<file path="src/dmss_consts.svh">
//////////////////////////////////////////////////////////////////////
// Data memory subsystem constants
//   memory size in bytes
//   poison word for conflicted loads and stage address reset
//   console store address
//////////////////////////////////////////////////////////////////////

`ifndef DMSS_CONSTS_SVH
`define DMSS_CONSTS_SVH

// Memory size, power of two, multiple of four
`define DMSS_SIZE_BYTES 4096

// Returned while a load waits on a store to the same word
`define DMSS_POISON 32'hDEADBEEF

// Committed stores here go to the console, not memory
`define DMSS_CONSOLE_ADDR 32'hFFFF_FFFF

`endif

</file>
<file path="src/dmss_pkg.sv">
//////////////////////////////////////////////////////////////////////
// Data memory subsystem package
//   address, word and byte types
//   pipeline stage request struct
//////////////////////////////////////////////////////////////////////

package dmss_pkg;

    // Physical byte address, no translation
    typedef logic [31:0] paddr_t;

    // Data word, little endian in memory
    typedef logic [31:0] word_t;

    // One memory byte, also the console character
    typedef logic [7:0] byte_t;

    // Content of every pipeline stage register
    typedef struct packed {
        logic   load;   // Load in this stage
        logic   store;  // Store in this stage
        paddr_t addr;   // Byte address as requested
    } req_t;

endpackage

</file>
<file path="src/dmss_if.sv">


interface dmss_console_if;

    logic            con_we;     // Committed console store this cycle
    dmss_pkg::byte_t con_data;   // Low byte of the store data
    logic            con_valid;  // Console store in stage 2, commit or not

    modport pipe (output con_we, output con_data, output con_valid);

    modport sink (input con_we, input con_data, input con_valid);

endinterface

</file>
<file path="src/dmss_console.sv">
//////////////////////////////////////////////////////////////////////
// Console sink
//   registers committed console stores as a byte strobe
//////////////////////////////////////////////////////////////////////

module dmss_console (
    input  logic            clk,
    input  logic            rst_n,
    dmss_console_if.sink    con,
    output logic            con_valid,
    output dmss_pkg::byte_t con_byte
);

    // One cycle strobe per committed store
    always_ff @(posedge clk) begin
        if (!rst_n) begin
            con_valid <= 1'b0;
        end else begin
            con_valid <= con.con_we;
        end
    end

    always_ff @(posedge clk) begin
        if (con.con_we) begin
            con_byte <= con.con_data;  // Held until the next store
        end
    end

    // Stage 2 is cleared after the first reset edge
    a_no_we_in_reset : assert property (
        @(posedge clk) (!rst_n && $past(!rst_n)) |-> !con.con_we
    );

endmodule

</file>
<file path="src/flat_wrapper.sv">
// flat-port wrapper written by rule: the top's interface ports become plain ports
module dmss_console_flat 
  (clk, rst_n, con_valid, con_byte, con_con_we, con_con_data, con_con_valid);
  dmss_console_if con_i ();
  input  logic clk;
  input  logic rst_n;
  output logic con_valid;
  output dmss_pkg::byte_t con_byte;
  input wire logic [$bits(con_i.con_we)-1:0] con_con_we;
  input wire logic [$bits(con_i.con_data)-1:0] con_con_data;
  input wire logic [$bits(con_i.con_valid)-1:0] con_con_valid;
  assign con_i.con_we = con_con_we;
  assign con_i.con_data = con_con_data;
  assign con_i.con_valid = con_con_valid;
  dmss_console u_core (.clk(clk), .rst_n(rst_n), .con(con_i), .con_valid(con_valid), .con_byte(con_byte));
endmodule
</file>
<file path="config.mk">
export PLATFORM = sky130hd
export DESIGN_NAME = dmss_console_flat
export DESIGN_NICKNAME = d
export VERILOG_FILES = /design/src/dmss_consts.svh /design/src/dmss_pkg.sv /design/src/dmss_if.sv /design/src/dmss_console.sv /design/src/flat_wrapper.sv
export SDC_FILE = /design/constraint.sdc
export NUM_CORES = 1
export LEC_CHECK = 0
export BUFFER_PORTS_ARGS = -buffer_cell sky130_fd_sc_hd__buf_4
export CAP_MARGIN = 30
export CORE_AREA = 10 10 47 49
export CTS_CLUSTER_SIZE = 20
export DETAILED_ROUTE_END_ITERATION = 6
export DIE_AREA = 0 0 57 59
export GPL_ROUTABILITY_DRIVEN = 0
export GPL_TIMING_DRIVEN = 1
export MAX_ROUTING_LAYER = met4
export PLACE_DENSITY = 0.55
export REMOVE_ABC_BUFFERS = 1
export SYNTH_ARGS = -nofsm -noshare
export SYNTH_HDL_FRONTEND = slang
export SYNTH_SLANG_ARGS = --single-unit
</file>
<file path="constraint.sdc">
create_clock -name clk -period 0.8 [get_ports clk]
set_input_delay 0.16 -clock clk [delete_from_list [all_inputs] [get_ports clk]]
set_output_delay 0.16 -clock clk [all_outputs]
set_load 0.02 [all_outputs]
</file>
==> metrics.md, run 1 <==
| Metric | Value |
|---|---|
| Power per cell area | 2170 mW/mm² |
| Failing checks | negative setup slack |
| Post-Synth Adder-Cell Area | 0% |
| Syn. warnings | 0 |
| Synth top area share | 90.1% |
| Crit-path max cell delay | 0.39 ns |
| Commonest cells post-synth | edfxtp_1, and2_1, dfxtp_1 |
| Clk sinks | 9 |
| WP data arrival | 0.79 ns |
| Setup bufs post-CTS | 0 |
| Final wirelength | 675 µm |
| Crit path max-delay cell type | edfxtp_1 |
| Hold wc startpoint | con_con_data[7] |
| Post-synthesis compound-gate area fraction | 0% |
| Die height | 59 µm |
| Crit start category | flop |
| Critical Path RT | 0.64 ns |
| Main synth FF type | edfxtp_1 |
| Clock Pin Slew Worst Setup and Hold Paths | 0.06 ns |
| Nets | 46 |
| Synthesized flop and latch total | 9 |
| Clk buf depth | 2 |
| CTS tree | yes |
| Max-cap viol count | 0 |
| Leakage power | 0.207 nW |
| Final WS setup | -0.148 ns |
| Initial antenna violation count | 0 |
| Async S/R FF share, synth | 0% |
| Worst-margin pin slew | 0.110 ns |
| Most frequent cell after synthesis | edfxtp_1 |
| Placeable Area | 0.00140 mm² |
| Relative slew slack | 92.7% |
| # DRC | 0 |
| RSZ-0062 raised after global routing | true |
| Worst hold endpoint | u_core.con_byte[7] |
| Antenna cells | 0 |
| Clk root buf | clkbuf_4 |
| Final ANT Viol Nets | 0 |
| Share of layout cells above drive strength 1 | 69.7% |
| Largest family of logic cells by synthesized area | simple AND/OR/NAND/NOR gates |
| Critical path class | flop to primary output |
| Hold Vio Cnt, Final | 0 |
| Average wire per cell in the routed design | 13.8 µm |
| Proportion of synthesized area in mux cells | 0% |
| Crit-path max FO | 1 |
| Simple-gate area share of the yosys netlist | 2.35% |
| Part of the Yosys area used for sequential elements | 97.7% |
| Remaining global-route overflow | 0 |
| Boundary pin count | 21 |
| Crit path max-delay family | flip-flops |
| GR Util All Layers | 4.53% |
| Final Cell Area | 490 µm² |
| XOR/XNOR share of the synthesized area | 0% |
| Initial Util | 19.0% |
| Mean Syn Cell Area | 26.7 µm² |
| Int Power | 0.837 mW |
| TritonCTS buffer count | 3 |
| Tcrit/Tclk final | 119% |
| Hold-fix buffers, CTS | 0 |
| Initial DRC count | 3 |
| Final slew viol count | 0 |
| Area leader, netlist | edfxtp_1 |
| Worst min path class | input port to flop |
| Post-synth cell types | 3 |
| Crit path cell chain | buf_6 |
| Logic pwr share | 15.6% |
| Area after DPL | 429 µm² |
| Critical path buffers and inverters | 1 |
| Via Count | 184 |
| Via density | 3.76 |
| Final Setup Violations | 9 |
| Largest cells by area after synthesis | edfxtp_1, dfxtp_1, and2_1 |
| Vias in the first global route | 226 |
| Synthesized area | 267 µm² |
| Sequential power share | 53.2% |
| Status | finished with violations |
| Area Growth Syn to Fin | 84.0% |
| FP Rows | 14 |
| PortBufs | 19 |
| CP endpoint kind | primary output |
| Switch share | 21.5% |
| H-tree depth | 1 |
| P_sw | 0.229 mW |
| Hold Path Depth | 1 |
| Highest achievable clock rate | 1.05 GHz |
| VDD IR max | 1030 µV |
| Largest net degree at the start of global routing | 10 |
| DRT Pass-1 Iters | 2 |
| Hold Slack | 0.0778 ns |
| Die X | 57 µm |
| Part of the power in the clock network | 31.2% |
| First-pass GRT wire length | 1020 µm |
| EDFF count, synth | 8 |
| Final Critical Period | 0.948 ns |
| DIE AREA | 0.00336 mm² |
| Mapped Cells | 10 |
## registers in the layout, indices dropped and copies added (netlist names)
signal,cells
u_core.con_byte,8
u_core.con_valid,1
## cell type report
cell class	count	area [µm²]
multi-input combinational	1	6.26
clock buffer	4	26.3
sequential	9	262
tap	16	20.0
timing repair buffer	19	176
fill	145	911
## layer usage
metal / vias to the layer above / GRT usage, % / wire length [µm]
met2: 19 / 5.74 / 287
met5: - / - / 0
li1: 83 / - / -
met1: 80 / 3.40 / 231
met4: 0 / 3.02 / 6
met3: 2 / 5.79 / 150
## layout by cell type, fill, tap and decap left out
master	n
buf_4	10
buf_6	9
edfxtp_1	8
clkbuf_4	3
and2_1	1
clkbuf_1	1
dfxtp_2	1
## power by group through the flow
stage,Sequential (mW),Combinational (mW),Clock [mW]
final,0.568,0.166,0.333
after global routing,0.569,0.176,0.389
after CTS,0.568,0.169,0.357
after detailed placement,0.570,0.149,0
after global placement,0.569,0.146,0
after floorplan,0.617,0.00160,0
## how the worst max path moves through the flow
stage	start	to	depth (start not counted)	slack (ns)
6_report	u_core.con_byte[0]	con_byte[0]	1	-0.15
5_1_grt	u_core.con_byte[5]	con_byte[5]	1	-0.19
4_1_cts	u_core.con_byte[0]	con_byte[0]	1	-0.17
3_5_place_dp	u_core.con_byte[0]	con_byte[0]	1	0.11
3_3_place_gp	u_core.con_byte[2]	con_byte[2]	1	0.13
2_1_floorplan	u_core.con_byte[0]	con_byte[0]	0	0.19
## metrics by stage
stage | setup WS [ns] | cells | utilization (%) | power [mW] | TNS (ns)
final | -0.148 | 49 | 35.0 | 1.07 | -1.13
after global routing | -0.192 | 49 | 35.0 | 1.13 | -1.49
after CTS | -0.168 | 49 | 35.0 | 1.09 | -1.29
after detailed placement | 0.115 | 45 | 30.6 | 0.719 | 0
after global placement | 0.127 | 45 | 30.6 | 0.715 | 0
after floorplan | 0.191 | 10 | - | 0.619 | 0
## kinds of logic after synthesis
family / count (synthesis)
flops: 9
simple gates: 1
## repair_timing
action	CTS	global route
resized for setup	10	0
setup endpoints to repair	9	9
pin swaps	0	0
No activity file was read; power rests on OpenSTA's default activity.
==> run 2: changes to the inputs <==
--- a/config.mk
+++ b/config.mk
@@ -5,7 +5,7 @@
 export SDC_FILE = /design/constraint.sdc
 export NUM_CORES = 1
 export LEC_CHECK = 0
-export BUFFER_PORTS_ARGS = -buffer_cell sky130_fd_sc_hd__buf_4
+export BUFFER_PORTS_ARGS = -buffer_cell sky130_fd_sc_hd__buf_2
 export CAP_MARGIN = 30
 export CORE_AREA = 10 10 47 49
 export CTS_CLUSTER_SIZE = 20
==> metrics.md, run 2 (synthesis gave the netlist of run 1 again) <==
| Metric | Value |
|---|---|
| Status | finished with violations |
| Failing checks | negative setup slack |
| Clk sinks | 9 |
| Remaining global-route overflow | 0 |
| Share of layout cells above drive strength 1 | 69.7% |
| VDD IR max | 765 µV |
| Via Count | 189 |
| Die height | 59 µm |
| Nets | 46 |
| Initial DRC count | 4 |
| Vias in the first global route | 245 |
| # DRC | 0 |
| Logic pwr share | 13.5% |
| P_sw | 0.240 mW |
| Clk root buf | clkbuf_4 |
| Largest net degree at the start of global routing | 10 |
| Hold wc startpoint | con_con_data[2] |
| First-pass GRT wire length | 1060 µm |
| Worst-margin pin slew | 0.194 ns |
| Most frequent cells in the layout | buf_2, edfxtp_1, buf_6, clkbuf_4 |
| Crit path max-delay family | flip-flops |
| DRT Pass-1 Iters | 2 |
| Hold Slack | 0.0773 ns |
| Int Power | 0.815 mW |
| Clock Pin Slew Worst Setup and Hold Paths | 0.06 ns |
| Antenna cells | 0 |
| WP data arrival | 0.79 ns |
| DIE AREA | 0.00336 mm² |
| Relative slew slack | 87.1% |
| Final wirelength | 660 µm |
| Largest regs | u_core.con_byte (8), u_core.con_valid (1) |
| Final Setup Violations | 9 |
| Critical path class | flop to primary output |
| RSZ-0062 raised after global routing | true |
| Switch share | 22.7% |
| CP endpoint kind | primary output |
| Crit path max-delay cell type | edfxtp_1 |
| Setup bufs post-CTS | 0 |
| Non-filler instance count after layout | 49 |
| Commonest non-fill, non-tap cell in the layout | buf_2 |
| Power per cell area | 2330 mW/mm² |
| Leakage power | 0.194 nW |
| Part of the power in the clock network | 32.8% |
| Total power | 1.05 mW |
| Crit path from | u_core.con_byte[2] |
| Final TNS setup | -1.16 ns |
| Final ANT Viol Nets | 0 |
| Hold Vio Cnt, Final | 0 |
| Initial Util | 19.0% |
| Crit-path max cell delay | 0.39 ns |
| GR Util All Layers | 4.66% |
| CTS tree | yes |
| Final WS setup | -0.146 ns |
| Post-Place Cells | 45 |
| Final slew viol count | 0 |
| Sequential power share | 53.6% |
| Crit path cell chain | buf_6 |
| Worst min path class | input port to flop |
| Highest achievable clock rate | 1.06 GHz |
| Critical Path RT | 0.64 ns |
| Reg with most FFs | u_core.con_byte |
| Average wire per cell in the routed design | 13.5 µm |
| Initial antenna violation count | 0 |
| Crit. path cell count | 1 |
| Crit-path max FO | 1 |
| Crit start category | flop |
| Max reg flops | 8 |
| Placeable Area | 0.00140 mm² |
| TritonCTS buffer count | 3 |
| Tcrit/Tclk final | 118% |
| Hold-fix buffers, CTS | 0 |
| FP Rows | 14 |
| Boundary pin count | 21 |
| Final Critical Period | 0.946 ns |
| Max-cap viol count | 0 |
| Via density | 3.86 |
| PortBufs | 19 |
| Area Growth Syn to Fin | 70.0% |
| Clk buf depth | 2 |
| Critical path buffers and inverters | 1 |
| Hold Path Depth | 1 |
| Die X | 57 µm |
| H-tree depth | 1 |
| Post-CTS sizing | 7 |
[run 2: cell types whose count changed in the layout (fill, tap and decap cells not counted)]
cell	delta
buf_6	-2
buf_4	-10
buf_2	+12
[run 2: layout make-up]
cell class / instances / area [µm²]
clock buffers: 4 / 26.3
fillers: 154 / 948
multi-input cells: 1 / 6.26
flip-flops and latches: 9 / 262
well taps: 16 / 20.0
repair buffers: 19 / 139
[run 2: power groups by stage]
stage | Sequential, mW | Clock, mW | Combinational, mW
3_5_place_dp | 0.568 | 0 | 0.116
6_report | 0.565 | 0.346 | 0.143
4_1_cts | 0.561 | 0.365 | 0.128
5_1_grt | 0.569 | 0.396 | 0.153
2_1_floorplan | 0.617 | 0 | 0.00160
3_3_place_gp | 0.567 | 0 | 0.114
[run 2: through the flow]
step,setup slack [ns],cell area (µm²),utilization (%)
final,-0.146,453,32.3
after global routing,-0.197,453,32.3
after CTS,-0.160,428,30.5
after detailed placement,0.115,382,27.2
after global placement,0.131,382,27.2
after floorplan,0.191,267,-
[run 2: final timing paths]
path	to	slack, ns
setup / recovery	con_byte[2]	-0.15
hold / removal	u_core.con_byte[2]	0.08
[run 2: metal layers]
layer / track usage, % / routed length [µm] / vias up / part of all wire, %
met5: - / 0 / - / 0
met4: 5.03 / 6 / 0 / 0.91
met3: 3.43 / 85 / 2 / 13
met2: 4.65 / 261 / 16 / 40
met1: 5.22 / 308 / 86 / 47
li1: - / - / 85 / -
