File: config.mk
export PLATFORM = sky130hd
export DESIGN_NAME = dmss_pipe_flat
export DESIGN_NICKNAME = d
export VERILOG_FILES = /design/src/dmss_pkg.sv /design/src/dmss_if.sv /design/src/dmss_pipe.sv /design/src/flat_wrapper.sv
export VERILOG_INCLUDE_DIRS = /design/src
export SDC_FILE = /design/constraint.sdc
export NUM_CORES = 1
export LEC_CHECK = 0
export ABC_AREA = 1
export ABC_CLOCK_PERIOD_IN_PS = 1800
export BUFFER_PORTS_ARGS = -buffer_cell sky130_fd_sc_hd__buf_4
export CORE_UTILIZATION = 38
export DETAILED_ROUTE_END_ITERATION = 7
export PLACE_DENSITY_LB_ADDON = 0.3
export SETUP_SLACK_MARGIN = 0.15
export SYNTH_ARGS = -nofsm -noshare
export SYNTH_HDL_FRONTEND = slang
export SYNTH_SLANG_ARGS = --single-unit
File: constraint.sdc
create_clock -name clk -period 1.8 [get_ports clk]
set_input_delay 0.54 -clock clk [delete_from_list [all_inputs] [get_ports clk]]
set_output_delay 0.54 -clock clk [all_outputs]
set_load 0.01 [all_outputs]
File: src/dmss_consts.svh
//////////////////////////////////////////////////////////////////////
// Data memory subsystem constants
//   memory size in bytes
//   poison word for conflicted loads and stage address reset
//   console store address
//////////////////////////////////////////////////////////////////////

`ifndef DMSS_CONSTS_SVH
`define DMSS_CONSTS_SVH

// Memory size, power of two, multiple of four
`define DMSS_SIZE_BYTES 4096

// Returned while a load waits on a store to the same word
`define DMSS_POISON 32'hDEADBEEF

// Committed stores here go to the console, not memory
`define DMSS_CONSOLE_ADDR 32'hFFFF_FFFF

`endif

File: src/dmss_pkg.sv
//////////////////////////////////////////////////////////////////////
// Data memory subsystem package
//   address, word and byte types
//   pipeline stage request struct
//////////////////////////////////////////////////////////////////////

package dmss_pkg;

    // Physical byte address, no translation
    typedef logic [31:0] paddr_t;

    // Data word, little endian in memory
    typedef logic [31:0] word_t;

    // One memory byte, also the console character
    typedef logic [7:0] byte_t;

    // Content of every pipeline stage register
    typedef struct packed {
        logic   load;   // Load in this stage
        logic   store;  // Store in this stage
        paddr_t addr;   // Byte address as requested
    } req_t;

endpackage

File: src/dmss_if.sv
//////////////////////////////////////////////////////////////////////
// Interfaces inside the data memory subsystem
//   dmss_mem_if      pipe to memory, comb read and edge write
//   dmss_console_if  pipe to console sink
//////////////////////////////////////////////////////////////////////

interface dmss_mem_if;

    dmss_pkg::paddr_t rd_addr;  // Word aligned read address
    dmss_pkg::word_t  rd_data;  // Combinational read data
    logic             wr_en;    // Write at next rising edge
    dmss_pkg::paddr_t wr_addr;  // Word aligned write address
    dmss_pkg::word_t  wr_data;

    modport pipe (
        output rd_addr,
        input  rd_data,
        output wr_en,
        output wr_addr,
        output wr_data
    );

    modport mem (
        input  rd_addr,
        output rd_data,
        input  wr_en,
        input  wr_addr,
        input  wr_data
    );

endinterface

interface dmss_console_if;

    logic            con_we;     // Committed console store this cycle
    dmss_pkg::byte_t con_data;   // Low byte of the store data
    logic            con_valid;  // Console store in stage 2, commit or not

    modport pipe (output con_we, output con_data, output con_valid);

    modport sink (input con_we, input con_data, input con_valid);

endinterface

File: src/dmss_pipe.sv
//////////////////////////////////////////////////////////////////////
// Data memory request pipeline
//   stage 0 capture under stall, stage 1 load response
//   stage 2 store commit to memory or console
//   load behind store conflict detection and poison
//////////////////////////////////////////////////////////////////////

`include "dmss_consts.svh"

module dmss_pipe (
    input  logic             clk,
    input  logic             rst_n,
    input  logic             req_load,
    input  logic             req_store,
    input  dmss_pkg::paddr_t req_addr,
    input  logic             req_stall,
    output dmss_pkg::word_t  rsp_load_data,
    output logic             rsp_ready,
    input  logic             store_commit,
    input  dmss_pkg::word_t  store_data,
    dmss_mem_if.pipe         mem,
    dmss_console_if.pipe     con
);

    // Empty stage, poisoned address
    localparam dmss_pkg::req_t REQ_IDLE = '{load: 1'b0, store: 1'b0, addr: `DMSS_POISON};

    dmss_pkg::req_t s0_q;  // M1
    dmss_pkg::req_t s1_q;  // M2
    dmss_pkg::req_t s2_q;  // WB

    dmss_pkg::paddr_t s1_word;
    dmss_pkg::paddr_t s2_word;
    logic             conflict;
    logic             s2_is_con;   // Stage 2 targets the console
    logic             s2_commit;   // Store in stage 2 is committed

    // Stage 0, held by the requester
    always_ff @(posedge clk) begin
        if (!rst_n) begin
            s0_q <= REQ_IDLE;
        end else if (!req_stall) begin
            s0_q <= '{load: req_load, store: req_store, addr: req_addr};
        end
    end

    // Stage 1, only the conflict holds it
    always_ff @(posedge clk) begin
        if (!rst_n) begin
            s1_q <= REQ_IDLE;
        end else if (!conflict) begin
            s1_q <= s0_q;
        end
    end

    // Stage 2 never stalls
    // On a conflict the held load moves in, so no store here next cycle
    always_ff @(posedge clk) begin
        if (!rst_n) begin
            s2_q <= REQ_IDLE;
        end else begin
            s2_q <= s1_q;
        end
    end

    assign s1_word = {s1_q.addr[31:2], 2'b00};
    assign s2_word = {s2_q.addr[31:2], 2'b00};

    // Load reading a word the older store has not written yet
    assign conflict = s1_q.load && s2_q.store && (s1_word == s2_word);

    // Load response
    assign mem.rd_addr    = s1_word;
    assign rsp_load_data  = conflict ? `DMSS_POISON : mem.rd_data;
    assign rsp_ready      = !conflict;  // No other stall source

    // Store routing
    assign s2_is_con = (s2_q.addr == `DMSS_CONSOLE_ADDR);
    assign s2_commit = s2_q.store && store_commit;

    assign mem.wr_en   = s2_commit && !s2_is_con;
    assign mem.wr_addr = s2_word;
    assign mem.wr_data = store_data;

    assign con.con_we    = s2_commit && s2_is_con;
    assign con.con_data  = store_data[7:0];  // One character per store
    assign con.con_valid = s2_q.store && s2_is_con;

    // Requester never asks for both at once
    a_single_req : assert property (
        @(posedge clk) disable iff (!rst_n)
        !req_stall |-> !(req_load && req_store)
    );

    // Requester must stall while ready is low
    a_s0_hold : assert property (
        @(posedge clk) disable iff (!rst_n)
        !rsp_ready |=> $stable(s0_q)
    );

    // Held load sees no store in stage 2 the next cycle
    a_conflict_once : assert property (
        @(posedge clk) disable iff (!rst_n)
        conflict |=> !conflict
    );

endmodule

File: src/flat_wrapper.sv
// flat-port wrapper written by rule: the top's interface ports become plain ports
module dmss_pipe_flat 
  (clk, rst_n, req_load, req_store, req_addr, req_stall, rsp_load_data, rsp_ready, store_commit, store_data, mem_rd_addr, mem_rd_data, mem_wr_en, mem_wr_addr, mem_wr_data, con_con_we, con_con_data, con_con_valid);
  dmss_mem_if mem_i ();
  dmss_console_if con_i ();
  input  logic clk;
  input  logic rst_n;
  input  logic req_load;
  input  logic req_store;
  input  dmss_pkg::paddr_t req_addr;
  input  logic req_stall;
  output dmss_pkg::word_t rsp_load_data;
  output logic rsp_ready;
  input  logic store_commit;
  input  dmss_pkg::word_t store_data;
  output wire logic [$bits(mem_i.rd_addr)-1:0] mem_rd_addr;
  input wire logic [$bits(mem_i.rd_data)-1:0] mem_rd_data;
  output wire logic [$bits(mem_i.wr_en)-1:0] mem_wr_en;
  output wire logic [$bits(mem_i.wr_addr)-1:0] mem_wr_addr;
  output wire logic [$bits(mem_i.wr_data)-1:0] mem_wr_data;
  output wire logic [$bits(con_i.con_we)-1:0] con_con_we;
  output wire logic [$bits(con_i.con_data)-1:0] con_con_data;
  output wire logic [$bits(con_i.con_valid)-1:0] con_con_valid;
  assign mem_rd_addr = mem_i.rd_addr;
  assign mem_i.rd_data = mem_rd_data;
  assign mem_wr_en = mem_i.wr_en;
  assign mem_wr_addr = mem_i.wr_addr;
  assign mem_wr_data = mem_i.wr_data;
  assign con_con_we = con_i.con_we;
  assign con_con_data = con_i.con_data;
  assign con_con_valid = con_i.con_valid;
  dmss_pipe u_core (.clk(clk), .rst_n(rst_n), .req_load(req_load), .req_store(req_store), .req_addr(req_addr), .req_stall(req_stall), .rsp_load_data(rsp_load_data), .rsp_ready(rsp_ready), .store_commit(store_commit), .store_data(store_data), .mem(mem_i), .con(con_i));
endmodule
==> report_table.html, run 1 <==
<table>
<tr><th>Metric</th><th>Value</th></tr>
<tr><th colspan="2">Setup path</th></tr>
<tr><td>Worst Path Required</td><td>between 1000 and 1500 ps</td></tr>
<tr><td>Endpoint arrival time on the critical path</td><td>between 2000 and 2500 ps</td></tr>
<tr><td>Crit path capture type</td><td>output port</td></tr>
<tr><td>Reg-to-reg setup timing slack</td><td>-670 ps</td></tr>
<tr><td>Startpoint Class</td><td>flop</td></tr>
<tr><td>WS Path Type</td><td>reg2out</td></tr>
<tr><td>Worst-path maximum fanout</td><td>4</td></tr>
<tr><th colspan="2">Synthesis</th></tr>
<tr><td>Mean post-synth cell area</td><td>6.821 µm²</td></tr>
<tr><td>Total standard cell area after synthesis</td><td>0.005375 mm²</td></tr>
<tr><td>Register bit count reported by yosys</td><td>~100</td></tr>
<tr><td>Synthesized instance count</td><td>roughly 790</td></tr>
<tr><td>Async S/R FF share, synth</td><td>0</td></tr>
<tr><td>Share of the yosys chip area belonging to registers</td><td>0.3762</td></tr>
<tr><td>Post-synth EDFFs</td><td>0</td></tr>
<tr><td>Number of distinct library cell variants in the gate-level netlist after synthesis</td><td>26</td></tr>
<tr><td>Yosys warnings</td><td>0</td></tr>
<tr><td>Most frequently used flop master after synthesis</td><td>dfxtp_1</td></tr>
<tr><th colspan="2">CTS</th></tr>
<tr><td>Max H-tree Level</td><td>3</td></tr>
<tr><td>Clock Sinks</td><td>a little over 100</td></tr>
<tr><td>Number of clock buffers inserted by TritonCTS</td><td>9</td></tr>
<tr><td>CTS clock-pin slew for the worst setup and hold paths</td><td>approximately 80 ps</td></tr>
<tr><td>Buffer type at the clock tree root</td><td>clkbuf_16</td></tr>
<tr><td>Clock Latency Late Sink</td><td>about 360 ps</td></tr>
<tr><td>TritonCTS clock tree</td><td>yes</td></tr>
<tr><td>Buffers from clock root to sink, at most</td><td>2</td></tr>
<tr><th colspan="2">STA</th></tr>
<tr><td>Post-Route Setup TNS</td><td>-44200 ps</td></tr>
<tr><td>Final setup margin</td><td>-821.8 ps</td></tr>
<tr><td>Post-Route Skew</td><td>9.347 ps</td></tr>
<tr><td>Unrepaired setup endpoints after global routing</td><td>true</td></tr>
<tr><td>Final hold violation count</td><td>0</td></tr>
<tr><td>Final setup violation count</td><td>70</td></tr>
<tr><td>Final Hold Slack</td><td>376.9 ps</td></tr>
<tr><td>Share of the cycle needed by the critical path after routing</td><td>1.457</td></tr>
<tr><td>Timing-limited maximum frequency</td><td>roughly 380 MHz</td></tr>
<tr><td>Final max-slew violation count</td><td>0</td></tr>
<tr><td>Crit path time final</td><td>around 2600 ps</td></tr>
<tr><th colspan="2">Power</th></tr>
<tr><td>Peak supply drop</td><td>roughly 0.47 mV</td></tr>
<tr><td>Leakage power of the design</td><td>approximately 4.7 nW</td></tr>
<tr><td>Cell Pwr Density</td><td>between 600 and 700 mW/mm²</td></tr>
<tr><th colspan="2">Flow run</th></tr>
<tr><td>Max-cap violations</td><td>0</td></tr>
<tr><th colspan="2">Routing</th></tr>
<tr><td>Iteration-0 DRC count of the detailed router</td><td>343</td></tr>
<tr><td>Routed wire length per instance</td><td>15.05 µm</td></tr>
<tr><td>Post-route antenna net violation count</td><td>0</td></tr>
<tr><td>WL final</td><td>18430 µm</td></tr>
<tr><td>Residual DRC</td><td>0</td></tr>
<tr><td>Initial DRT Pass Iterations</td><td>4</td></tr>
<tr><td>Vias</td><td>5688</td></tr>
<tr><td>Ratio of routed vias to standard cells</td><td>4.647</td></tr>
<tr><th colspan="2">Placed design</th></tr>
<tr><td>PortBufs</td><td>165</td></tr>
<tr><td>DP Worst Slack</td><td>-352.4 ps</td></tr>
<tr><td>Dpl hpwl</td><td>11620 µm</td></tr>
<tr><td>GPL Wtd Cong</td><td>approximately 0.9</td></tr>
<tr><th colspan="2">Outcome</th></tr>
<tr><td>Violations in the final reports</td><td>negative setup slack</td></tr>
<tr><td>Result of the run</td><td>complete, but fails checks</td></tr>
<tr><th colspan="2">Finish</th></tr>
<tr><td>Fraction of final layout cells with drive strength greater than 1</td><td>0.5670</td></tr>
<tr><td>Fill cell total of the finished layout</td><td>around 1100</td></tr>
<tr><td>Fin nets</td><td>~1100</td></tr>
<tr><td>Final antenna diode count</td><td>0</td></tr>
<tr><td>Most common library cell in the layout ignoring fill and taps</td><td>buf_4</td></tr>
<tr><td>Area Overhead vs Synth</td><td>65.41%</td></tr>
<tr><td>Commonest cells after routing, fill and taps aside</td><td>buf_4 (278), nand2_1 (166), inv_1 (73), buf_6 (73), nand3_1 (66)</td></tr>
<tr><th colspan="2">Floorplan</th></tr>
<tr><td>DIE AREA</td><td>between 0.01 and 0.015 mm²</td></tr>
<tr><td>Die Ht</td><td>about 120 µm</td></tr>
<tr><td>Starting utilization of the core area</td><td>0.3887</td></tr>
<tr><td>Num rows</td><td>43</td></tr>
<tr><td>Die boundary width</td><td>roughly 120 µm</td></tr>
<tr><td>Number of I/O pins</td><td>approximately 240</td></tr>
<tr><td>Core region area</td><td>~0.014 mm²</td></tr>
<tr><th colspan="2">Global route</th></tr>
<tr><td>Via count of the first global-routing pass</td><td>5396</td></tr>
<tr><td>Wire length of the first global-routing pass</td><td>27270 µm</td></tr>
<tr><td>All-layer global routing usage</td><td>0.2414</td></tr>
<tr><td>Total grt overflow</td><td>0</td></tr>
<tr><td>Antenna violations before repair</td><td>0</td></tr>
<tr><td>Pin count of the biggest net entering global routing</td><td>42</td></tr>
<tr><th colspan="2">Hold path</th></tr>
<tr><td>HP Class</td><td>in2reg</td></tr>
</table>
==> Yosys cell counts (2+ instances only) <==
master / instances / area, µm²
a21oi_1: 2 / 10.01
buf_2: 2 / 10.01
buf_4: 108 / 810.8
buf_6: 4 / 45.04
clkbuf_1: 18 / 67.56
dfxtp_1: 101 / 2022
inv_1: 86 / 322.8
inv_2: 4 / 15.01
nand2_1: 218 / 818.3
nand3_1: 90 / 450.4
nand4_1: 18 / 112.6
nor2_1: 80 / 300.3
nor2_2: 2 / 12.51
nor2_4: 2 / 22.52
nor4_1: 2 / 12.51
o21ai_0: 10 / 50.05
or2_1: 5 / 31.28
or2_2: 24 / 150.1
xnor2_1: 5 / 43.79
==> path summary, 6_finish.rpt <==
kind | startpoint | endpoint | cells after the start
worst max-delay path | u_core.mem.wr_addr[21] | rsp_load_data[9] | 12
worst min-delay path | req_addr[21] | u_core.s0_q[21] | 3
worst max register to register | u_core.mem.wr_addr[24] | u_core.mem.rd_addr[4] | 22
worst min register to register | u_core.s1_q[32] | u_core.s2_q[32] | 2
==> stage by stage <==
stage / std cells / area (µm²) / utilization / power, mW
after global routing: 1224 / 8891 / 0.6430 / 5.913
after detailed placement: 1134 / 7009 / 0.5069 / 3.467
after floorplan: 791 / 5482 / - / 3.101
final: 1224 / 8891 / 0.6430 / 5.693
after CTS: 1214 / 8434 / 0.6100 / 5.573
after global placement: 1134 / 7009 / 0.5069 / 3.456
==> cells by family (layout without fill, tap and decap cells) <==
kind of cell | count (synthesis) | after routing | synth area share
xor+xnor | 6 | 6 | 0.01117
other cells | 1 | 4 | 0.0006977
flops | 101 | 101 | 0.3762
simple gates | 445 | 445 | 0.3636
buf+inv | 223 | 476 | 0.2372
compound gates | 12 | 12 | 0.01117
==> registers in the layout, summed over array words and instances, names as in the netlist <==
signal / count
u_core.s2_q: 3
u_core.s1_q: 4
u_core.mem.rd_addr: 30
u_core.mem.wr_addr: 30
u_core.s0_q: 34
==> final cells by class <==
cell class	instances	area, µm²	share of cell area
sequential	101	2103	0.2366
clock buffer	9	225.2	0.02533
multi-input combinational	467	2582	0.2905
clock inverter	7	68.82	0.007740
inverter	91	346.6	0.03898
timing repair buffer	369	3339	0.3756
tap	180	225.2	0.02533
==> critical path: stages, from the launching register on <==
cell       delay [ps]
dfxtp_4           370
inv_1              70
nand2_2            80
nand2_1            80
nor2_1            130
nand2_1            80
nor2_2            140
nand2_2            90
nor2_4            180
buf_6             170
clkbuf_16         140
or2_4             120
buf_6              90
==> per-layer routing <==
metal | GRT usage | wire length [µm] | vias to the layer above
li1 | - | - | 2805
met2 | 0.4146 | 9422 | 176
met1 | 0.2986 | 7663 | 2668
met3 | 0.03524 | 802 | 39
met5 | 0 | 0 | -
met4 | 0.1049 | 537 | 0
==> report_power, final <==
| group | total [mW] | switching (mW) | internal, mW |
|---|---|---|---|
| Combinational | 1.30 | 0.593 | 0.708 |
| Sequential | 2.44 | 0.0957 | 2.35 |
| Clock | 1.95 | 0.974 | 0.976 |
==> what timing repair did <==
| action | CTS | global route |
|---|---|---|
| gates cloned | 9 | 2 |
| gates resized for setup | 161 | 107 |
| hold buffers | 0 | 0 |
| pin swaps | 20 | 30 |
| endpoints found under the setup margin | 70 | 72 |
| buffers inserted | 55 | 8 |
Note: power is estimated with default switching activity, not from simulation.
==> run 2, diff against run 1 <==
--- a/config.mk
+++ b/config.mk
@@ -9,7 +9,9 @@
 export ABC_AREA = 1
 export ABC_CLOCK_PERIOD_IN_PS = 1800
 export BUFFER_PORTS_ARGS = -buffer_cell sky130_fd_sc_hd__buf_4
-export CORE_UTILIZATION = 38
+export CELL_PAD_IN_SITES_DETAIL_PLACEMENT = 1
+export CELL_PAD_IN_SITES_GLOBAL_PLACEMENT = 1
+export CORE_UTILIZATION = 29
 export DETAILED_ROUTE_END_ITERATION = 7
 export PLACE_DENSITY_LB_ADDON = 0.3
 export SETUP_SLACK_MARGIN = 0.15
==> run 2 against run 1 <==
  * The run ends with design-rule violations, negative setup slack left
  * Count of clock-buffer cells in the layout unchanged
  * Via count down 6.0%
  * Clock skew about the same
  * Clock power up 3%
  * Power down 2.3%
  * Register-to-register slack better by 470 ps
  * Critical path depth unchanged
  * Flip-flop and latch count unchanged
  * Final area down 8.3%
  * Cell count up 0.33%
  * First-iteration DRC count down 44%
  * Core utilization down 19 points
  * Largest power group unchanged
==> report_table.html, run 2 (same netlist as run 1, synthesis figures left out) <==
<table>
<tr><th>Metric</th><th>Value</th></tr>
<tr><th colspan="2">Outcome</th></tr>
<tr><td>Result of the run</td><td>complete, but fails checks</td></tr>
<tr><td>Violations in the final reports</td><td>design-rule violations, negative setup slack</td></tr>
<tr><th colspan="2">Placed design</th></tr>
<tr><td>GPL Wtd Cong</td><td>0.8110 (-8.5%)</td></tr>
<tr><td>Dpl hpwl</td><td>13750 µm (+18%)</td></tr>
<tr><td>Area of placed instances</td><td>0.007163 mm² (+2.2%)</td></tr>
<tr><td>PortBufs</td><td>165 (unchanged)</td></tr>
<tr><th colspan="2">Routing</th></tr>
<tr><td>Routed wire length per instance</td><td>15.17 µm (+0.77%)</td></tr>
<tr><td>Post-route antenna net violation count</td><td>0 (unchanged)</td></tr>
<tr><td>WL final</td><td>18630 µm (+1.1%)</td></tr>
<tr><td>Initial DRT Pass Iterations</td><td>6 (+2)</td></tr>
<tr><td>Residual DRC</td><td>16 (+16)</td></tr>
<tr><td>Vias</td><td>5346 (-6.0%)</td></tr>
<tr><td>Ratio of routed vias to standard cells</td><td>4.353 (-6.3%)</td></tr>
<tr><td>Iteration-0 DRC count of the detailed router</td><td>192 (-44%)</td></tr>
<tr><th colspan="2">Setup path</th></tr>
<tr><td>Number of buffers and inverters on the critical path</td><td>4 (unchanged)</td></tr>
<tr><td>Reg-to-reg setup timing slack</td><td>-200 ps (+470 ps)</td></tr>
<tr><td>Crit path capture type</td><td>output port</td></tr>
<tr><td>Worst Path Required</td><td>1260 ps (about the same)</td></tr>
<tr><td>CP top delay family</td><td>simple AND/OR/NAND/NOR gates</td></tr>
<tr><td>Endpoint arrival time on the critical path</td><td>2000 ps (-80 ps)</td></tr>
<tr><td>Cells traversed along the worst timing path</td><td>buf_4, nand2_2, nand2_1, nor2_1, nand2_1, nor2_1, nand2_2, nor2_4, clkbuf_16, buf_12, or2_1, buf_4</td></tr>
<tr><td>Startpoint Class</td><td>flop</td></tr>
<tr><td>Worst-path maximum fanout</td><td>5 (+1)</td></tr>
<tr><td>WS Path Type</td><td>reg2out</td></tr>
<tr><td>Cell with the largest stage delay on the worst path</td><td>dfxtp_2</td></tr>
<tr><td>Delay of the slowest cell on the worst path</td><td>340 ps (-30 ps)</td></tr>
<tr><th colspan="2">STA</th></tr>
<tr><td>Final hold violation count</td><td>0 (unchanged)</td></tr>
<tr><td>Crit path time final</td><td>2542 ps (-79.52 ps)</td></tr>
<tr><td>Share of the cycle needed by the critical path after routing</td><td>1.412 (-0.04418)</td></tr>
<tr><td>Unrepaired setup endpoints after global routing</td><td>true</td></tr>
<tr><td>Final setup violation count</td><td>46 (-34%)</td></tr>
<tr><td>Post-Route Skew</td><td>9.369 ps (+0.02192 ps)</td></tr>
<tr><td>Final max-slew violation count</td><td>0 (unchanged)</td></tr>
<tr><td>Timing-limited maximum frequency</td><td>393.3 MHz (+3.1%)</td></tr>
<tr><td>Final setup margin</td><td>-742.3 ps (+79.52 ps)</td></tr>
<tr><th colspan="2">Power</th></tr>
<tr><td>Peak supply drop</td><td>0.4650 mV (-0.37%)</td></tr>
<tr><td>Cell Pwr Density</td><td>682.5 mW/mm² (+6.6%)</td></tr>
<tr><td>Leakage power of the design</td><td>4.335 nW (-6.8%)</td></tr>
<tr><th colspan="2">Floorplan</th></tr>
<tr><td>Die Ht</td><td>138.1 µm (+14%)</td></tr>
<tr><td>Core region area</td><td>0.01809 mm² (+31%)</td></tr>
<tr><td>Num rows</td><td>49 (+14%)</td></tr>
<tr><td>Number of I/O pins</td><td>242 (unchanged)</td></tr>
<tr><td>Die boundary width</td><td>138.1 µm (+14%)</td></tr>
<tr><td>DIE AREA</td><td>0.01908 mm² (+30%)</td></tr>
<tr><td>Starting utilization of the core area</td><td>0.2972 (-0.09154)</td></tr>
<tr><th colspan="2">Finish</th></tr>
<tr><td>Largest register by flop count</td><td>u_core.s0_q</td></tr>
<tr><td>Final antenna diode count</td><td>0 (unchanged)</td></tr>
<tr><td>Final standard cell utilization of the core</td><td>0.4508 (-0.1922)</td></tr>
<tr><td>Non-Filler Cell Area, Final</td><td>0.008153 mm² (-8.3%)</td></tr>
<tr><td>Fraction of final layout cells with drive strength greater than 1</td><td>0.5015 (-0.06555)</td></tr>
<tr><td>Flip-flop count of the largest register after layout</td><td>34 (unchanged)</td></tr>
<tr><td>Area occupied by multi-input gates</td><td>0.002386 mm² (-7.6%)</td></tr>
<tr><td>Most common library cell in the layout ignoring fill and taps</td><td>buf_4</td></tr>
<tr><td>Reg area</td><td>0.002121 mm² (+0.83%)</td></tr>
<tr><td>Fill cell total of the finished layout</td><td>2277 (+110%)</td></tr>
<tr><td>Commonest cells after routing, fill and taps aside</td><td>buf_4 (276), nand2_1 (184), nand3_1 (87), inv_1 (78), nor2_1 (61)</td></tr>
<tr><td>Area Overhead vs Synth</td><td>51.68%</td></tr>
<tr><td>Fin nets</td><td>1097 (-3.9%)</td></tr>
<tr><th colspan="2">CTS</th></tr>
<tr><td>Buffer type at the clock tree root</td><td>clkbuf_16</td></tr>
<tr><td>Clock Sinks</td><td>101 (unchanged)</td></tr>
<tr><td>Max H-tree Level</td><td>3 (unchanged)</td></tr>
<tr><td>Buffers from clock root to sink, at most</td><td>2 (unchanged)</td></tr>
<tr><td>Clock Latency Late Sink</td><td>360 ps (about the same)</td></tr>
<tr><td>Number of buffers added to fix hold violations after cts</td><td>0 (unchanged)</td></tr>
<tr><td>Number of clock buffers inserted by TritonCTS</td><td>9 (unchanged)</td></tr>
<tr><td>CTS clock-pin slew for the worst setup and hold paths</td><td>70 ps (about the same)</td></tr>
<tr><td>TritonCTS clock tree</td><td>yes</td></tr>
<tr><th colspan="2">Global route</th></tr>
<tr><td>Wire length of the first global-routing pass</td><td>27260 µm (about the same)</td></tr>
<tr><td>Busiest layer in global routing</td><td>met2</td></tr>
<tr><td>Global routing usage on met2</td><td>0.3131 (-0.1015)</td></tr>
<tr><td>Antenna violations before repair</td><td>0 (unchanged)</td></tr>
<tr><td>Total grt overflow</td><td>0 (unchanged)</td></tr>
<tr><td>Via count of the first global-routing pass</td><td>5218 (-3.3%)</td></tr>
<tr><td>Met1 Usage GRT</td><td>0.2348 (-0.06386)</td></tr>
<tr><td>Pin count of the biggest net entering global routing</td><td>61 (+45%)</td></tr>
<tr><td>Met3 Resource Use GR</td><td>0.04053 (+0.005282)</td></tr>
<tr><td>All-layer global routing usage</td><td>0.1835 (-0.05782)</td></tr>
<tr><th colspan="2">Flow run</th></tr>
<tr><td>Max-cap violations</td><td>0 (unchanged)</td></tr>
<tr><th colspan="2">Hold path</th></tr>
<tr><td>HP Class</td><td>in2reg</td></tr>
</table>
[run 2: stage by stage]
stage | total power [mW] | hold WS [ps] | instances | setup slack, ps | TNS, ps
after global placement | 3.491 | 426.6 | 1197 | -321.0 | -10360
after global routing | 5.818 | 364.9 | 1228 | -861.1 | -30980
after floorplan | 3.101 | 407.1 | 791 | 15.33 | 0
after detailed placement | 3.511 | 437.7 | 1197 | -333.0 | -10780
final | 5.564 | 371.8 | 1228 | -742.3 | -25580
after CTS | 5.523 | 359.4 | 1212 | -738.7 | -24950
[run 2: worst register-to-register path: cells and delay by family (launching register included)]
kind / cells / cell delay [ps]
buffers and inverters: 6 / 800
DFF: 1 / 340
and+or+nand+nor: 9 / 810
[run 2: power breakdown]
part,internal (mW),switching (mW),leakage (nW)
Clock,1.09,0.924,0.148
Sequential,2.34,0.0869,0.829
Combinational,0.590,0.537,3.36
[run 2: path summary, 6_finish.rpt]
path	end	depth (start not counted)	from
setup / recovery	rsp_load_data[18]	12	u_core.mem.wr_addr[17]
setup reg to reg	u_core.mem.rd_addr[14]	15	u_core.mem.wr_addr[17]
hold reg to reg	u_core.s2_q[1]	1	u_core.s1_q[1]
hold / removal	u_core.s0_q[16]	3	req_addr[16]
[run 2: layout make-up]
cell class	count	area share
clock buffer	9	0.02762
clock inverter	6	0.008441
timing repair buffer	325	0.3338
sequential	101	0.2601
inverter	91	0.04220
multi-input combinational	467	0.2927
tap	229	0.03514
[run 2: timing repair]
action | CTS | global route
endpoints found under the hold margin | 0 | 0
buffers inserted | 0 | 12
endpoints found under the setup margin | 71 | 71
resized for setup | 12 | 161
gates cloned | 0 | 4
pin swaps | 3 | 42
[run 2: routing by layer]
layer | vias up | wire length [µm]
met3 | 12 | 632
li1 | 2712 | -
met4 | 0 | 167
met1 | 2524 | 8397
met2 | 98 | 9432
met5 | - | 0
==> run 3, diff against run 2 <==
--- a/config.mk
+++ b/config.mk
@@ -11,6 +11,7 @@
 export BUFFER_PORTS_ARGS = -buffer_cell sky130_fd_sc_hd__buf_4
 export CELL_PAD_IN_SITES_DETAIL_PLACEMENT = 1
 export CELL_PAD_IN_SITES_GLOBAL_PLACEMENT = 1
+export CORE_MARGIN = 3
 export CORE_UTILIZATION = 29
 export DETAILED_ROUTE_END_ITERATION = 7
 export PLACE_DENSITY_LB_ADDON = 0.3
==> run 3 against run 2 <==
  * The flow finishes with violations (negative setup slack)
  * Cell count rose by 2.5%
  * Power rose by 6.7%
  * Global-route usage rose by 0.32 points
  * Wire length rose by 15%
  * Critical path depth did not move
  * Combinational power rose by 15%
  * Worst setup slack improved by 7.8 ps
  * Count of clock-buffer cells in the layout rose by 2
  * Hold slack improved by 1.4 ps
  * Non-clock buffer count rose by 30
  * Die area rose by 5.9%
  * Sequential share of layout area fell by 2.1 points
==> report_table.html, run 3 (same netlist as run 1, synthesis figures left out) <==
<table>
<tr><th>Metric</th><th>Value</th></tr>
<tr><th colspan="2">STA</th></tr>
<tr><td>Post-Route Setup TNS</td><td>-34790 ps (-9205 ps)</td></tr>
<tr><td>Timing-limited maximum frequency</td><td>394.6 MHz (+0.31%)</td></tr>
<tr><td>Final setup margin</td><td>-734.4 ps (+7.848 ps)</td></tr>
<tr><td>Final setup violation count</td><td>70 (+52%)</td></tr>
<tr><td>Share of the cycle needed by the critical path after routing</td><td>1.408 (-0.004360)</td></tr>
<tr><td>Unrepaired setup endpoints after global routing</td><td>true</td></tr>
<tr><td>Crit path time final</td><td>2534 ps (-7.848 ps)</td></tr>
<tr><td>Post-Route Skew</td><td>8.384 ps (-0.9844 ps)</td></tr>
<tr><td>Final hold violation count</td><td>0 (unchanged)</td></tr>
<tr><td>Final max-slew violation count</td><td>0 (unchanged)</td></tr>
<tr><th colspan="2">CTS</th></tr>
<tr><td>CTS clock-pin slew for the worst setup and hold paths</td><td>70 ps (about the same)</td></tr>
<tr><td>Clock Latency Late Sink</td><td>360 ps (about the same)</td></tr>
<tr><td>Buffers from clock root to sink, at most</td><td>2 (unchanged)</td></tr>
<tr><td>Clock Sinks</td><td>101 (unchanged)</td></tr>
<tr><td>Number of buffers added to fix hold violations after cts</td><td>0 (unchanged)</td></tr>
<tr><td>Max H-tree Level</td><td>3 (unchanged)</td></tr>
<tr><td>Buffer type at the clock tree root</td><td>clkbuf_16</td></tr>
<tr><td>Number of clock buffers inserted by TritonCTS</td><td>9 (unchanged)</td></tr>
<tr><td>TritonCTS clock tree</td><td>yes</td></tr>
<tr><th colspan="2">Setup path</th></tr>
<tr><td>Number of cell instances on the worst register-to-register path</td><td>20 (+5)</td></tr>
<tr><td>WS Path Type</td><td>reg2out</td></tr>
<tr><td>Endpoint arrival time on the critical path</td><td>1990 ps (about the same)</td></tr>
<tr><td>Delay of the slowest cell on the worst path</td><td>360 ps (+20 ps)</td></tr>
<tr><td>Worst-path maximum fanout</td><td>8 (+3)</td></tr>
<tr><td>Cell with the largest stage delay on the worst path</td><td>dfxtp_2</td></tr>
<tr><td>Worst Path Required</td><td>1260 ps (about the same)</td></tr>
<tr><td>Crit path capture type</td><td>output port</td></tr>
<tr><td>Cells traversed along the worst timing path</td><td>inv_1, nand2_2, nand2_1, nor2_2, nand3_2, nor2_4, nand2_2, nor2_4, buf_6, clkbuf_16, or2_4, buf_6</td></tr>
<tr><td>Startpoint Class</td><td>flop</td></tr>
<tr><th colspan="2">Floorplan</th></tr>
<tr><td>Num rows</td><td>49 (unchanged)</td></tr>
<tr><td>Starting utilization of the core area</td><td>0.2972 (unchanged)</td></tr>
<tr><td>Number of I/O pins</td><td>242 (unchanged)</td></tr>
<tr><td>Core region area</td><td>0.01809 mm² (unchanged)</td></tr>
<tr><td>Die Ht</td><td>142.1 µm (+2.9%)</td></tr>
<tr><td>Die boundary width</td><td>142.1 µm (+2.9%)</td></tr>
<tr><td>DIE AREA</td><td>0.02021 mm² (+5.9%)</td></tr>
<tr><th colspan="2">Finish</th></tr>
<tr><td>Final antenna diode count</td><td>0 (unchanged)</td></tr>
<tr><td>Commonest cells after routing, fill and taps aside</td><td>buf_4 (275), nand2_1 (165), inv_1 (68), buf_6 (65), nand3_1 (56)</td></tr>
<tr><td>Fin nets</td><td>1127 (+2.7%)</td></tr>
<tr><td>Most common library cell in the layout ignoring fill and taps</td><td>buf_4</td></tr>
<tr><td>Largest register by flop count</td><td>u_core.s0_q</td></tr>
<tr><td>Final standard cell utilization of the core</td><td>0.4907 (+0.03992)</td></tr>
<tr><td>Filler-free cell count of the finished design</td><td>1259 (+2.5%)</td></tr>
<tr><td>Flip-flop count of the largest register after layout</td><td>34 (unchanged)</td></tr>
<tr><td>Area Overhead vs Synth</td><td>65.11%</td></tr>
<tr><td>Fraction of final layout cells with drive strength greater than 1</td><td>0.5874 (+0.08588)</td></tr>
<tr><th colspan="2">Power</th></tr>
<tr><td>Sequential cell fraction of total power</td><td>0.411 (-0.025)</td></tr>
<tr><td>Total design power</td><td>5.935 mW (+6.7%)</td></tr>
<tr><td>Internal portion of total power</td><td>4.298 mW (+7.0%)</td></tr>
<tr><td>Relative contribution of the clock network to total power</td><td>0.370 (+0.009)</td></tr>
<tr><td>Leakage power of the design</td><td>4.577 nW (+5.6%)</td></tr>
<tr><td>Switching component of the power</td><td>1.638 mW (+5.8%)</td></tr>
<tr><td>Cell Pwr Density</td><td>668.8 mW/mm² (-2.0%)</td></tr>
<tr><td>Peak supply drop</td><td>0.4953 mV (+6.5%)</td></tr>
<tr><td>Combinational cell fraction of total power</td><td>0.219 (+0.016)</td></tr>
<tr><td>Switching power as a share of total power</td><td>0.2759 (-0.002213)</td></tr>
<tr><th colspan="2">Routing</th></tr>
<tr><td>WL final</td><td>21340 µm (+15%)</td></tr>
<tr><td>Iteration-0 DRC count of the detailed router</td><td>268 (+40%)</td></tr>
<tr><td>Initial DRT Pass Iterations</td><td>4 (-2)</td></tr>
<tr><td>Routed wire length per instance</td><td>16.95 µm (+12%)</td></tr>
<tr><td>Post-route antenna net violation count</td><td>0 (unchanged)</td></tr>
<tr><td>Ratio of routed vias to standard cells</td><td>4.470 (+2.7%)</td></tr>
<tr><td>Residual DRC</td><td>0 (-16)</td></tr>
<tr><td>Vias</td><td>5628 (+5.3%)</td></tr>
<tr><th colspan="2">Placed design</th></tr>
<tr><td>Dpl cells</td><td>1195 (-0.17%)</td></tr>
<tr><td>GPL Wtd Cong</td><td>0.8325 (+2.7%)</td></tr>
<tr><td>PortBufs</td><td>165 (unchanged)</td></tr>
<tr><td>Dpl hpwl</td><td>13960 µm (+1.5%)</td></tr>
<tr><th colspan="2">Global route</th></tr>
<tr><td>Via count of the first global-routing pass</td><td>5637 (+8.0%)</td></tr>
<tr><td>Wire length of the first global-routing pass</td><td>29680 µm (+8.9%)</td></tr>
<tr><td>Total grt overflow</td><td>0 (unchanged)</td></tr>
<tr><td>All-layer global routing usage</td><td>0.1868 (+0.003240)</td></tr>
<tr><td>Antenna violations before repair</td><td>0 (unchanged)</td></tr>
<tr><td>Pin count of the biggest net entering global routing</td><td>64 (+4.9%)</td></tr>
<tr><th colspan="2">Hold path</th></tr>
<tr><td>Worst hold stages</td><td>3 (unchanged)</td></tr>
<tr><td>HP Class</td><td>in2reg</td></tr>
<tr><th colspan="2">Outcome</th></tr>
<tr><td>Result of the run</td><td>complete, but fails checks</td></tr>
<tr><td>Violations in the final reports</td><td>negative setup slack</td></tr>
<tr><th colspan="2">Flow run</th></tr>
<tr><td>Max-cap violations</td><td>0 (unchanged)</td></tr>
</table>
-- run 3: worst paths after layout --
path	slack (ps)	start	end
min	370	req_addr[10]	u_core.s0_q[10]
max reg2reg	-560	u_core.mem.rd_addr[15]	u_core.mem.rd_addr[22]
max	-730	u_core.mem.rd_addr[15]	rsp_load_data[3]
min reg2reg	460	u_core.mem.rd_addr[20]	u_core.mem.wr_addr[20]
-- run 3: layout make-up --
| class | count | area, µm² |
|---|---|---|
| clock buffers | 11 | 242.7 |
| clock inverters | 5 | 88.84 |
| fillers | 2172 | 9211 |
| inverters | 91 | 344.1 |
| multi-input cells | 467 | 2653 |
| flip-flops and latches | 101 | 2123 |
| well taps | 229 | 286.5 |
| repair buffers | 355 | 3137 |
-- run 3: what timing repair did --
item	4_1_cts	5_1_grt
setup endpoints to repair	70	74
pin swaps	14	60
buffers inserted	16	24
cloned	4	4
resized for setup	90	192
-- run 3: per-stage QoR --
step | worst slack [ps] | hold slack, ps | area [µm²]
6_report | -734.4 | 373.2 | 8875
3_5_place_dp | -373.3 | 436.6 | 7148
4_1_cts | -716.2 | 364.8 | 8023
5_1_grt | -825.5 | 371.2 | 8875
3_3_place_gp | -336.2 | 430.0 | 7148
2_1_floorplan | 15.33 | 407.1 | 5482
-- run 3: critical path, delay by kind of cell, from the launching register on --
kind / cells / cell delay (ps)
flip-flops: 1 / 360
buffers and inverters: 4 / 460
AND/OR/NAND/NOR: 8 / 810
-- run 3: power by group through the flow --
| stage | registers (mW) | logic (mW) | clock network, mW |
|---|---|---|---|
| after floorplan | 2.47 | 0.633 | 0 |
| after global placement | 2.48 | 1.01 | 0 |
| after detailed placement | 2.48 | 1.03 | 0 |
| after CTS | 2.43 | 1.13 | 2.24 |
| after global routing | 2.45 | 1.42 | 2.33 |
| final | 2.44 | 1.30 | 2.19 |
-- run 3: metal layers --
| metal | track usage | part of all wire | vias up | wire length (µm) |
|---|---|---|---|---|
| met2 | 0.3148 | 0.51 | 109 | 10940 |
| met3 | 0.04066 | 0.033 | 35 | 714 |
| li1 | - | - | 2775 | - |
| met1 | 0.2431 | 0.43 | 2709 | 9205 |
| met5 | 0 | 0 | - | 0 |
| met4 | 0.04747 | 0.023 | 0 | 483 |
